File: src/source/pulse_defs.svh
// ------------------------------
// Pulse voice widths, MIDI codes,
// octave table and pipeline depth
// ------------------------------
`ifndef PULSE_DEFS_SVH
`define PULSE_DEFS_SVH

`define PULSE_NOTE_W        7
`define PULSE_VEL_W         7
`define PULSE_PERIOD_W      24
`define PULSE_SAMPLE_W      18
`define PULSE_LEVEL_W       4
`define PULSE_FULL_LEVEL    8
`define PULSE_AMP_SHIFT     10

`define MIDI_CMD_W          4
`define MIDI_CMD_NOTE_ON    4'h9
`define MIDI_CMD_NOTE_OFF   4'h8

// Half-periods of the lowest octave, in clocks
`define PERIOD_BASE_0       24'h5d5084
`define PERIOD_BASE_1       24'h5813c2
`define PERIOD_BASE_2       24'h532240
`define PERIOD_BASE_3       24'h4e77c5
`define PERIOD_BASE_4       24'h4a1054
`define PERIOD_BASE_5       24'h45e82b
`define PERIOD_BASE_6       24'h41fbbc
`define PERIOD_BASE_7       24'h3e47ac
`define PERIOD_BASE_8       24'h3ac8d3
`define PERIOD_BASE_9       24'h377c32
`define PERIOD_BASE_10      24'h345efa
`define PERIOD_BASE_11      24'h316e80

`define PULSE_MAC_LATENCY   3

`endif
File: src/source/pulse_pkg.sv
// ------------------------------
// Pulse voice types: vectors,
// message structs, sequencer states
// ------------------------------
`default_nettype none

`include "pulse_defs.svh"

package pulse_pkg;

    typedef logic [`PULSE_NOTE_W-1:0]          note_t;
    typedef logic [`PULSE_VEL_W-1:0]           velocity_t;
    typedef logic [`PULSE_PERIOD_W-1:0]        period_t;
    typedef logic [`PULSE_LEVEL_W-1:0]         level_t;
    typedef logic signed [`PULSE_SAMPLE_W-1:0] sample_t;

    typedef struct packed {
        logic                   rdy;
        logic [`MIDI_CMD_W-1:0] cmd;
        note_t                  data0;
        velocity_t              data1;
    } midi_msg_t;

    typedef struct packed {
        logic      active;
        note_t     note;
        velocity_t velocity;
    } note_state_t;

    // One command per accepted trigger
    typedef struct packed {
        logic   valid;
        level_t level;
        logic   negative;
    } mac_cmd_t;

    typedef enum logic [2:0] {
        IDLE,
        RISE_POS,
        HOLD_POS,
        FALL_POS,
        FALL_NEG,
        HOLD_NEG,
        RISE_NEG
    } edge_state_t;

endpackage

`default_nettype wire

File: src/source/pulse_voice_top.sv
// ------------------------------
// Pulse voice top level
// ------------------------------
`default_nettype none

module pulse_voice_top import pulse_pkg::*; (
    input  wire logic      i_clk,
    input  wire logic      i_reset,
    input  wire midi_msg_t i_midi,
    input  wire logic      i_sample_trig,
    output logic           o_sample_rdy,
    output sample_t        o_sample
);

    note_state_t note;
    logic        period_event;
    logic        clear_event;
    mac_cmd_t    mac_cmd;

    midi_note_tracker u_midi_note_tracker (
        .i_clk   (i_clk),
        .i_reset (i_reset),
        .i_midi  (i_midi),
        .o_note  (note)
    );

    note_period_gen u_note_period_gen (
        .i_clk          (i_clk),
        .i_reset        (i_reset),
        .i_note         (note),
        .i_clear_event  (clear_event),
        .o_period_event (period_event)
    );

    edge_sequencer u_edge_sequencer (
        .i_clk          (i_clk),
        .i_reset        (i_reset),
        .i_note         (note),
        .i_sample_trig  (i_sample_trig),
        .i_period_event (period_event),
        .o_mac_cmd      (mac_cmd),
        .o_clear_event  (clear_event)
    );

    coef_mac u_coef_mac (
        .i_clk        (i_clk),
        .i_reset      (i_reset),
        .i_note       (note),
        .i_mac_cmd    (mac_cmd),
        .o_sample_rdy (o_sample_rdy),
        .o_sample     (o_sample)
    );

endmodule

`default_nettype wire

File: src/source/coef_mac.sv
// ------------------------------
// Level times amplitude pipeline
// Three stages, emits sample strobe
// ------------------------------
`default_nettype none

`include "pulse_defs.svh"

module coef_mac import pulse_pkg::*; (
    input  wire logic        i_clk,
    input  wire logic        i_reset,
    input  wire note_state_t i_note,
    input  wire mac_cmd_t    i_mac_cmd,
    output logic             o_sample_rdy,
    output sample_t          o_sample
);

    localparam int AMP_W  = `PULSE_VEL_W + `PULSE_AMP_SHIFT;
    localparam int PROD_W = AMP_W + `PULSE_LEVEL_W;
    localparam int LAT    = `PULSE_MAC_LATENCY;

    logic [LAT-1:0]    vld_q;
    level_t            s1_level;
    logic              s1_neg;
    logic [AMP_W-1:0]  s1_amp;
    logic [PROD_W-1:0] s2_prod;
    logic              s2_neg;
    sample_t           magnitude;

    // Valid shifts alongside the data stages
    always_ff @(posedge i_clk or posedge i_reset) begin
        if (i_reset) begin
            vld_q <= '0;
        end else begin
            vld_q <= {vld_q[LAT-2:0], i_mac_cmd.valid};
        end
    end

    always_ff @(posedge i_clk) begin
        s1_level <= i_mac_cmd.level;
        s1_neg   <= i_mac_cmd.negative;
        s1_amp   <= AMP_W'(i_note.velocity) << `PULSE_AMP_SHIFT;
        s2_prod  <= PROD_W'(s1_amp) * PROD_W'(s1_level);
        s2_neg   <= s1_neg;
    end

    // Level is in eighths
    assign magnitude = sample_t'(s2_prod >> 3);

    always_ff @(posedge i_clk or posedge i_reset) begin
        if (i_reset) begin
            o_sample <= '0;
        end else if (vld_q[LAT-2]) begin
            o_sample <= s2_neg ? -magnitude : magnitude;
        end else begin
            o_sample <= '0;
        end
    end

    assign o_sample_rdy = vld_q[LAT-1];

    a_level_in_range: assert property (
        @(posedge i_clk) disable iff (i_reset)
        vld_q[0] |-> (s1_level <= level_t'(`PULSE_FULL_LEVEL))
    ) else $error("stage 1 level above full scale");

endmodule

`default_nettype wire

File: src/source/edge_sequencer.sv
// ------------------------------
// Edge sequencer
// Walks the level ramps and holds,
// one step per sample trigger
// ------------------------------
`default_nettype none

`include "pulse_defs.svh"

module edge_sequencer import pulse_pkg::*; (
    input  wire logic        i_clk,
    input  wire logic        i_reset,
    input  wire note_state_t i_note,
    input  wire logic        i_sample_trig,
    input  wire logic        i_period_event,
    output mac_cmd_t         o_mac_cmd,
    output logic             o_clear_event
);

    edge_state_t state_q;
    edge_state_t state_d;
    edge_state_t cur_state;
    edge_state_t next_ramp;
    logic [1:0]  step_q;
    logic [1:0]  step_d;
    logic        ramp_up;
    logic        negative;
    mac_cmd_t    cmd_d;
    logic        clear_d;

    // A trigger in IDLE plays the first rise step directly
    assign cur_state = (state_q == IDLE) ? RISE_POS : state_q;

    assign ramp_up  = (cur_state == RISE_POS) || (cur_state == FALL_NEG);
    assign negative = (cur_state == FALL_NEG) || (cur_state == HOLD_NEG) ||
                      (cur_state == RISE_NEG);

    // Successor of each ramp and hold
    always_comb begin
        case (cur_state)
            RISE_POS: next_ramp = HOLD_POS;
            HOLD_POS: next_ramp = FALL_POS;
            FALL_POS: next_ramp = FALL_NEG;
            FALL_NEG: next_ramp = HOLD_NEG;
            HOLD_NEG: next_ramp = RISE_NEG;
            RISE_NEG: next_ramp = RISE_POS;
            default:  next_ramp = RISE_POS;
        endcase
    end

    // ------------------------------
    // Next state and command
    // ------------------------------
    always_comb begin
        state_d = state_q;
        step_d  = step_q;
        cmd_d   = '0;
        clear_d = 1'b0;

        if (!i_note.active) begin
            state_d = IDLE;
            step_d  = '0;
        end else if (i_sample_trig) begin
            cmd_d.valid    = 1'b1;
            cmd_d.negative = negative;
            state_d        = cur_state;

            if ((cur_state == HOLD_POS) || (cur_state == HOLD_NEG)) begin
                cmd_d.level = level_t'(`PULSE_FULL_LEVEL);
                if (i_period_event) begin
                    clear_d = 1'b1;
                    state_d = next_ramp;
                    step_d  = '0;
                end
            end else begin
                // Odd eighths 1,3,5,7 going up or 7,5,3,1 going down
                if (ramp_up) begin
                    cmd_d.level = level_t'({step_q, 1'b1});
                end else begin
                    cmd_d.level = level_t'({~step_q, 1'b1});
                end
                step_d = step_q + 1'b1;
                if (step_q == 2'd3) begin
                    state_d = next_ramp;
                end
            end
        end
    end

    always_ff @(posedge i_clk or posedge i_reset) begin
        if (i_reset) begin
            state_q       <= IDLE;
            step_q        <= '0;
            o_mac_cmd     <= '0;
            o_clear_event <= 1'b0;
        end else begin
            state_q       <= state_d;
            step_q        <= step_d;
            o_mac_cmd     <= cmd_d;
            o_clear_event <= clear_d;
        end
    end

    // Clear is registered, so the hold is one cycle back
    a_clear_from_hold: assert property (
        @(posedge i_clk) disable iff (i_reset)
        o_clear_event |-> $past((state_q == HOLD_POS) || (state_q == HOLD_NEG))
    ) else $error("event cleared outside a hold");

endmodule

`default_nettype wire

File: src/source/note_period_gen.sv
// ------------------------------
// Half-period generator
// Octave table, counter, event latch
// ------------------------------
`default_nettype none

`include "pulse_defs.svh"

module note_period_gen import pulse_pkg::*; (
    input  wire logic        i_clk,
    input  wire logic        i_reset,
    input  wire note_state_t i_note,
    input  wire logic        i_clear_event,
    output logic             o_period_event
);

    logic [3:0] octave;
    logic [3:0] pitch;
    period_t    base;
    period_t    period;
    period_t    cnt_q;
    logic       wrap;

    // ------------------------------
    // Note to period
    // ------------------------------
    assign octave = 4'(i_note.note / 7'd12);
    assign pitch  = 4'(i_note.note % 7'd12);

    always_comb begin
        case (pitch)
            4'd0:    base = `PERIOD_BASE_0;
            4'd1:    base = `PERIOD_BASE_1;
            4'd2:    base = `PERIOD_BASE_2;
            4'd3:    base = `PERIOD_BASE_3;
            4'd4:    base = `PERIOD_BASE_4;
            4'd5:    base = `PERIOD_BASE_5;
            4'd6:    base = `PERIOD_BASE_6;
            4'd7:    base = `PERIOD_BASE_7;
            4'd8:    base = `PERIOD_BASE_8;
            4'd9:    base = `PERIOD_BASE_9;
            4'd10:   base = `PERIOD_BASE_10;
            4'd11:   base = `PERIOD_BASE_11;
            default: base = `PERIOD_BASE_0;
        endcase
    end

    // Each octave up halves the period
    assign period = base >> octave;

    // ------------------------------
    // Counter and event latch
    // ------------------------------
    // Also catches a count left above a newly lowered period
    assign wrap = (cnt_q >= period);

    always_ff @(posedge i_clk or posedge i_reset) begin
        if (i_reset) begin
            cnt_q <= '0;
        end else if (!i_note.active || wrap) begin
            cnt_q <= '0;
        end else begin
            cnt_q <= cnt_q + 1'b1;
        end
    end

    always_ff @(posedge i_clk or posedge i_reset) begin
        if (i_reset) begin
            o_period_event <= 1'b0;
        end else if (i_note.active && wrap) begin
            o_period_event <= 1'b1;
        end else if (i_clear_event || !i_note.active) begin
            // Stale event dropped while the voice is silent
            o_period_event <= 1'b0;
        end
    end

    a_cnt_in_range: assert property (
        @(posedge i_clk) disable iff (i_reset)
        $stable(period) |-> (cnt_q <= period)
    ) else $error("period counter above period");

endmodule

`default_nettype wire

File: src/source/midi_note_tracker.sv
// ------------------------------
// MIDI note tracker
// Holds note, velocity and gate
// ------------------------------
`default_nettype none

`include "pulse_defs.svh"

module midi_note_tracker import pulse_pkg::*; (
    input  wire logic        i_clk,
    input  wire logic        i_reset,
    input  wire midi_msg_t   i_midi,
    output note_state_t      o_note
);

    logic      note_on_stb;
    logic      note_off_stb;
    logic      active_q;
    note_t     note_q;
    velocity_t velocity_q;

    // Channel nibble is not carried so any channel plays
    assign note_on_stb  = i_midi.rdy && (i_midi.cmd == `MIDI_CMD_NOTE_ON);
    assign note_off_stb = i_midi.rdy && (i_midi.cmd == `MIDI_CMD_NOTE_OFF);

    always_ff @(posedge i_clk or posedge i_reset) begin
        if (i_reset) begin
            active_q <= 1'b0;
        end else if (note_on_stb) begin
            active_q <= 1'b1;
        end else if (note_off_stb) begin
            active_q <= 1'b0;
        end
    end

    always_ff @(posedge i_clk) begin
        if (note_on_stb) begin
            note_q     <= i_midi.data0;
            velocity_q <= i_midi.data1;
        end
    end

    assign o_note = '{active: active_q, note: note_q, velocity: velocity_q};

    a_gate_needs_note_on: assert property (
        @(posedge i_clk) disable iff (i_reset)
        $rose(active_q) |-> $past(note_on_stb)
    ) else $error("note gate rose without a note-on");

endmodule

`default_nettype wire

File: config.mk
export PLATFORM = sky130hd
export DESIGN_NAME = pulse_voice_top
export DESIGN_NICKNAME = d
export VERILOG_FILES = /design/src/source/pulse_pkg.sv /design/src/source/pulse_voice_top.sv /design/src/source/coef_mac.sv /design/src/source/edge_sequencer.sv /design/src/source/note_period_gen.sv /design/src/source/midi_note_tracker.sv
export VERILOG_INCLUDE_DIRS = /design/src /design/src/source
export SDC_FILE = /design/constraint.sdc
export NUM_CORES = 1
export LEC_CHECK = 0
export ABC_AREA = 1
export BUFFER_PORTS_ARGS = -buffer_cell sky130_fd_sc_hd__buf_2
export CORE_ASPECT_RATIO = 1.2
export CORE_UTILIZATION = 40
export CTS_CLUSTER_DIAMETER = 150
export DETAILED_ROUTE_END_ITERATION = 10
export GPL_ROUTABILITY_DRIVEN = 0
export PLACE_DENSITY = 0.66
export SYNTH_ARGS = -nofsm -noshare
export SYNTH_HDL_FRONTEND = slang
export SYNTH_SLANG_ARGS = --single-unit
File: constraint.sdc
create_clock -name i_clk -period 8.4 [get_ports i_clk]
set_input_delay 2.1 -clock i_clk [delete_from_list [all_inputs] [get_ports i_clk]]
set_output_delay 2.1 -clock i_clk [all_outputs]
set_load 0.01 [all_outputs]
==> results of run 1 <==
[cells by family (layout without fill, tap and decap cells)]
group | count (synthesis) | after routing | share of synthesized area
simple gates | 473 | 473 | 0.343
compound gates | 73 | 73 | 0.0640
xor+xnor | 24 | 24 | 0.0328
flops | 90 | 90 | 0.344
other cells | 1 | 7 | 0.000585
mux | 1 | 1 | 0.00156
fa+ha+maj | 58 | 58 | 0.125
buf+inv | 136 | 154 | 0.0896
[worst max-delay path, cell delays in order (launching register included)]
cell,delay (ns)
edfxtp_1,0.44
nand2_2,0.47
nand3_2,0.18
nand3_4,0.11
nand2_4,0.18
nand2_2,0.14
nand2_2,0.08
o21ai_2,0.07
nand2_2,0.33
inv_2,0.33
nand2_1,0.22
nand3_1,0.16
nand3_1,0.12
nand3_1,0.10
nand2_1,0.08
o21ai_1,0.16
ha_1,0.27
a21oi_1,0.16
o21a_1,0.13
o221ai_1,0.10
a221oi_1,0.30
nand4_1,0.82
nor3b_1,0.43
[through the flow]
step	std cells	worst slack [ns]	area, um^2	util	hold WS, ns
2_1_floorplan	862	4.96	6430	-	0.310
3_3_place_gp	1072	3.07	6690	0.428	0.311
3_5_place_dp	1072	2.88	6690	0.428	0.314
4_1_cts	1088	2.90	6990	0.447	0.327
5_1_grt	1088	2.07	6990	0.447	0.338
6_report	1088	2.89	6990	0.447	0.326
[cells in the final DEF (no fill, tap or decap), drive strengths merged, types with 24 or more instances in the layout]
cell type / n
nand2: 199
o21ai: 25
nor2: 53
inv: 104
a21oi: 35
dfrtp: 52
nand3: 173
ha: 48
buf: 36
dfxtp: 24
[per-layer routing]
layer,track usage,up-vias,part of all wire
li1,-,2880,-
met1,0.206,2601,0.42
met2,0.345,117,0.52
met3,0.0227,38,0.027
met4,0.0992,0,0.035
met5,0,-,0
[sequential cells by signal (all words and copies together), names as in the netlist]
name                              cells
u_coef_mac.s2_neg                     1
u_edge_sequencer.o_clear_event        1
u_coef_mac.s1_amp                     7
u_midi_note_tracker.note_q            7
u_edge_sequencer.o_mac_cmd            6
u_coef_mac.s1_neg                     1
u_coef_mac.s1_level                   4
u_coef_mac.vld_q                      3
u_coef_mac.s2_prod                   11
u_note_period_gen.cnt_q              24
u_edge_sequencer.state_q              3
u_note_period_gen.o_period_event      1
u_edge_sequencer.step_q               2
u_midi_note_tracker.active_q          1
u_midi_note_tracker.velocity_q        7
u_coef_mac.o_sample                  11
[final cells by class]
type	count	share of cell area
clock inverters	6	0.0102
inverters	102	0.0548
well taps	208	0.0372
multi-input cells	636	0.523
flip-flops and latches	90	0.315
repair buffers	36	0.0269
clock buffers	10	0.0328
[report_power, final]
group	internal (mW)	switching [mW]	total (mW)
clock network	0.234	0.174	0.408
registers	0.456	0.0157	0.472
logic	0.0508	0.104	0.154
total	0.741	0.294	1.04
[worst max-delay path by stage]
stage                                  endpoint  cells after the start  slack [ns]
detailed placement   u_note_period_gen.cnt_q[2]                     24        2.88
global placement     u_note_period_gen.cnt_q[2]                     24        3.07
CTS                  u_note_period_gen.cnt_q[3]                     24        2.90
floorplan           u_note_period_gen.cnt_q[20]                     24        4.96
global route         u_note_period_gen.cnt_q[3]                     22        2.07
finish               u_note_period_gen.cnt_q[2]                     22        2.89
==> results.yml, run 1 <==
logic_synthesis:
  yosysSeqAreaShare: 0.344
  yosysTopAreaCellShare: 0.203
  synth_ff_type: "dfrtp_1"
  ys_types: 46
  synthArstFlopShare: 0.578
  synth_top_area_cell: "dfrtp_1"
  synth_seq_cells: 90
  synth_edf_count: 14
  yosys_warnings: 0
  yosys-top-cells-count: "nand2_1, nand3_1, inv_1"
  synthTopCellsByArea: "dfrtp_1, nand3_1, nand2_1"
  syn_inst: 856
  synth_area_per_cell_um2: 7.49
  syn_area_um2: 6410
  yosysMostFrequentCell: "nand2_1"
floorplanning:
  ioPinCount: 41
  core-area_um2: 15600
  dieHeight_um: 141
  initial_core_util: 0.410
  die_w_um: 118
  num_rows: 50
  die_area_um2: 16500
sta:
  fmax_mhz: 182
  finalSetupTns_ns: 0
  hold_violations: 0
  drv_slew: 0
  worstMarginPinSlew_ns: 0.982
  setup_viol: 0
  period_needed_ns: 5.51
  clock-skew-final_ns: 0.0110
  finalCritPeriodShare: 0.655
  slew-limit-headroom: 0.343
  rsz0062_at_grt: "false"
flow_run:
  maxCapViolCount: 0
worst_setup_path:
  reg2reg_depth: 22
  ff2ff_setup_slack_ns: 2.89
  path_class: "register to register"
  r2r_end: "u_note_period_gen.cnt_q[2]"
  worstPathRequired_ns: 8.64
  path_max_fanout: 31
  critPathLaunchType: "register"
  cp.arrival_ns: 5.75
  end_kind: "register"
  r2r-start: "u_midi_note_tracker.note_q[5]"
  crit_start: "u_midi_note_tracker.note_q[5]"
clocking:
  post_cts_resized: 0
  path_clk_slew_ns: 0.07
  cts_root_buffer: "clkbuf_16"
  cts_tree: "yes"
  ctsHoldBuffers: 0
  clockBufferDepth: 2
  postCtsSetupRepairBufs: 0
  ctsHtreeMaxLevel: 3
  cts_num_sinks: 90
  clock_latency_ns: 0.35
  cts_buffers: 9
pwr:
  leakagePower_nw: 3.54
  powerDensity_nw_per_um2: 148
  peakVddDrop_mv: 0.0788
  power_mw: 1.04
global_route:
  gr-total-overflow: 0
  grtUsageTotal: 0.185
  grt_max_degree: 53
  grt_pass1_vias: 5528
  antenna_found_initial: 0
  grt_first_pass_wirelength_um: 25000
layout:
  antenna_cells: 0
  seqCellArea_um2: 2200
  multi_input_area_um2: 3660
  nets: 955
  nFillCells: 1596
  drive_above_1_share: 0.0955
  area_growth_pct: 9.04
hold_path:
  hold_class: "register to register"
  whs_path_depth: 0
  timing.hold.worst.start: "u_coef_mac.s1_neg"
  whs_endpoint: "u_coef_mac.s2_neg"
routing:
  drt_iter0_drc: 325
  via_count: 5636
  wire_per_inst_um: 13.1
  final_antenna_net_count: 0
  first_pass_iters: 5
  drc: 0
  finalWirelength_um: 14200
  via_per_inst: 5.18
place:
  io_buffers: 33
  hpwl_um: 10700
status:
  status: "complete, no violations"
Note: power is estimated with default switching activity, not from simulation.
==> run 2, diff against run 1 <==
Settings changed: PLACE_DENSITY 0.66 to 0.69.
Clock period 8.4 ns to 4.7 ns, I/O delays scaled along.
==> results.yml, run 2 (synthesis results as in run 1) <==
status:
  status: "complete, no violations"
hold_path:
  hold_class: "register to register"
  whs_endpoint: "u_coef_mac.s2_neg"
  whs_path_depth: 0
  timing.hold.worst.start: "u_coef_mac.s1_neg"
clocking:
  ctsHtreeMaxLevel: 3
  postCtsSetupRepairBufs: 0
  ctsHoldBuffers: 0
  cts_num_sinks: 90
  cts_root_buffer: "clkbuf_16"
  cts_tree: "yes"
  path_clk_slew_ns: 0.07
  cts_buffers: 9
  post_cts_resized: 0
  clockBufferDepth: 2
  clock_latency_ns: 0.35
pwr:
  swShare: 0.283
  p_int_mw: 1.34
  power_frac_comb: 0.149
  seq_power_share: 0.453
  clkPwrFrac: 0.398
  power_mw: 1.87
  p_switching_mw: 0.528
  leakagePower_nw: 3.58
  peakVddDrop_mv: 0.184
  powerDensity_nw_per_um2: 265
routing:
  finalWirelength_um: 14100
  wire_per_inst_um: 12.9
  drc: 0
  via_per_inst: 5.22
  first_pass_iters: 5
  drt_iter0_drc: 445
  final_antenna_net_count: 0
  via_count: 5716
floorplanning:
  num_rows: 50
  initial_core_util: 0.410
  die_area_um2: 16500
  dieHeight_um: 141
  ioPinCount: 41
  die_w_um: 118
  core-area_um2: 15600
worst_setup_path:
  reg2reg_depth: 23
  worstPathCellList: "inv_1, nand2_1, nand2_1, nand2_2, o21ai_2, nand3_1, nand2_4, nand2_1, nand3_1, nand3_1, nand3_1, and2_1, nand2_1, nand2_1, nand2_1, ha_1, a21oi_1, o21a_1, o221ai_1, a221oi_1, nand4_1, buf_4, nor3b_1"
  r2r-start: "u_midi_note_tracker.note_q[4]"
  slowest_delay_ns: 0.42
  crit_top_cell: "nand2_1"
  path_class: "register to register"
  critPathLaunchType: "register"
  crit_slowest_cell: "edfxtp_1"
  r2r_end: "u_note_period_gen.cnt_q[3]"
  worstPathRequired_ns: 4.96
  ff2ff_setup_slack_ns: 0.53
  end_kind: "register"
  path_max_fanout: 24
  cp.arrival_ns: 4.43
sta:
  drv_slew: 0
  finalCritPeriodShare: 0.887
  slew-limit-headroom: 0.556
  rsz0062_at_grt: "false"
  hold_violations: 0
  clock-skew-final_ns: 0.0110
  finalSetupTns_ns: 0
  worstMarginPinSlew_ns: 0.665
  period_needed_ns: 4.17
  setup_viol: 0
  fmax_mhz: 240
layout:
  top_register: "u_note_period_gen.cnt_q"
  drive_above_1_share: 0.103
  area_growth_pct: 10.0
  reg_top3: "u_note_period_gen.cnt_q x24, u_coef_mac.o_sample x11, u_coef_mac.s2_prod x11"
  final_cell_mix: "nand2_1, nand3_1, inv_1"
  largest_register_ffs: 24
  layout_commonest_cell: "nand2_1"
  nets: 961
global_route:
  gr-total-overflow: 0
  grt_first_pass_wirelength_um: 24300
  antenna_found_initial: 1
  grt_pass1_vias: 5417
  grt_max_degree: 39
  grtUsageTotal: 0.181
place:
  io_buffers: 33
  hpwl_um: 10700
flow_run:
  maxCapViolCount: 0
==> run 2: final cells by class <==
cell class                 instances  area (um^2)
inverter                         102          383
multi-input combinational        636         3660
tap                              208          260
clock buffer                      11          275
clock inverter                     5         38.8
sequential                        90         2200
antenna                            2         5.00
timing repair buffer              42          233
fill                            1590         8590
==> run 2: how the worst max path moves through the flow <==
stage / startpoint / cells after the start / to / slack, ns
2_1_floorplan: u_midi_note_tracker.note_q[5] / 24 / u_note_period_gen.cnt_q[20] / 1.26
3_3_place_gp: u_midi_note_tracker.note_q[4] / 23 / u_note_period_gen.cnt_q[3] / 0.77
3_5_place_dp: u_midi_note_tracker.note_q[4] / 23 / u_note_period_gen.cnt_q[3] / 0.61
4_1_cts: u_midi_note_tracker.note_q[4] / 23 / u_note_period_gen.cnt_q[3] / 0.58
5_1_grt: u_midi_note_tracker.note_q[4] / 24 / u_note_period_gen.cnt_q[2] / 0.09
6_report: u_midi_note_tracker.note_q[4] / 23 / u_note_period_gen.cnt_q[3] / 0.53
==> run 2: layer usage <==
layer / GRT usage / part of all wire / vias to the layer above
met5: 0 / 0 / -
met4: 0.0816 / 0.026 / 0
met3: 0.0320 / 0.038 / 32
met2: 0.339 / 0.53 / 146
met1: 0.199 / 0.41 / 2648
li1: - / - / 2890
==> run 2: worst max-delay path, delay by kind of cell (launching register included) <==
| family | cells | cell delay, ns |
|---|---|---|
| compound gates | 5 | 0.85 |
| fa+ha+maj | 1 | 0.29 |
| buf+inv | 2 | 0.36 |
| flops | 1 | 0.42 |
| simple gates | 15 | 2.15 |
==> run 2: power by group through the flow <==
| stage | logic (mW) | registers, mW | clock network (mW) |
|---|---|---|---|
| after CTS | 0.280 | 0.845 | 0.762 |
| after detailed placement | 0.277 | 0.861 | 0 |
| after floorplan | 0.221 | 0.851 | 0 |
| after global placement | 0.272 | 0.860 | 0 |
| after global routing | 0.323 | 0.849 | 0.801 |
| final | 0.279 | 0.846 | 0.743 |
==> run 2: metrics by stage <==
stage	hold slack [ns]	setup WS, ns	instances	utilization	instance area [um^2]
final	0.329	0.531	1096	0.451	7050
after global routing	0.347	0.0939	1096	0.451	7050
after CTS	0.329	0.582	1094	0.451	7050
after detailed placement	0.312	0.612	1078	0.431	6730
after global placement	0.311	0.766	1078	0.431	6730
after floorplan	0.310	1.26	862	-	6430
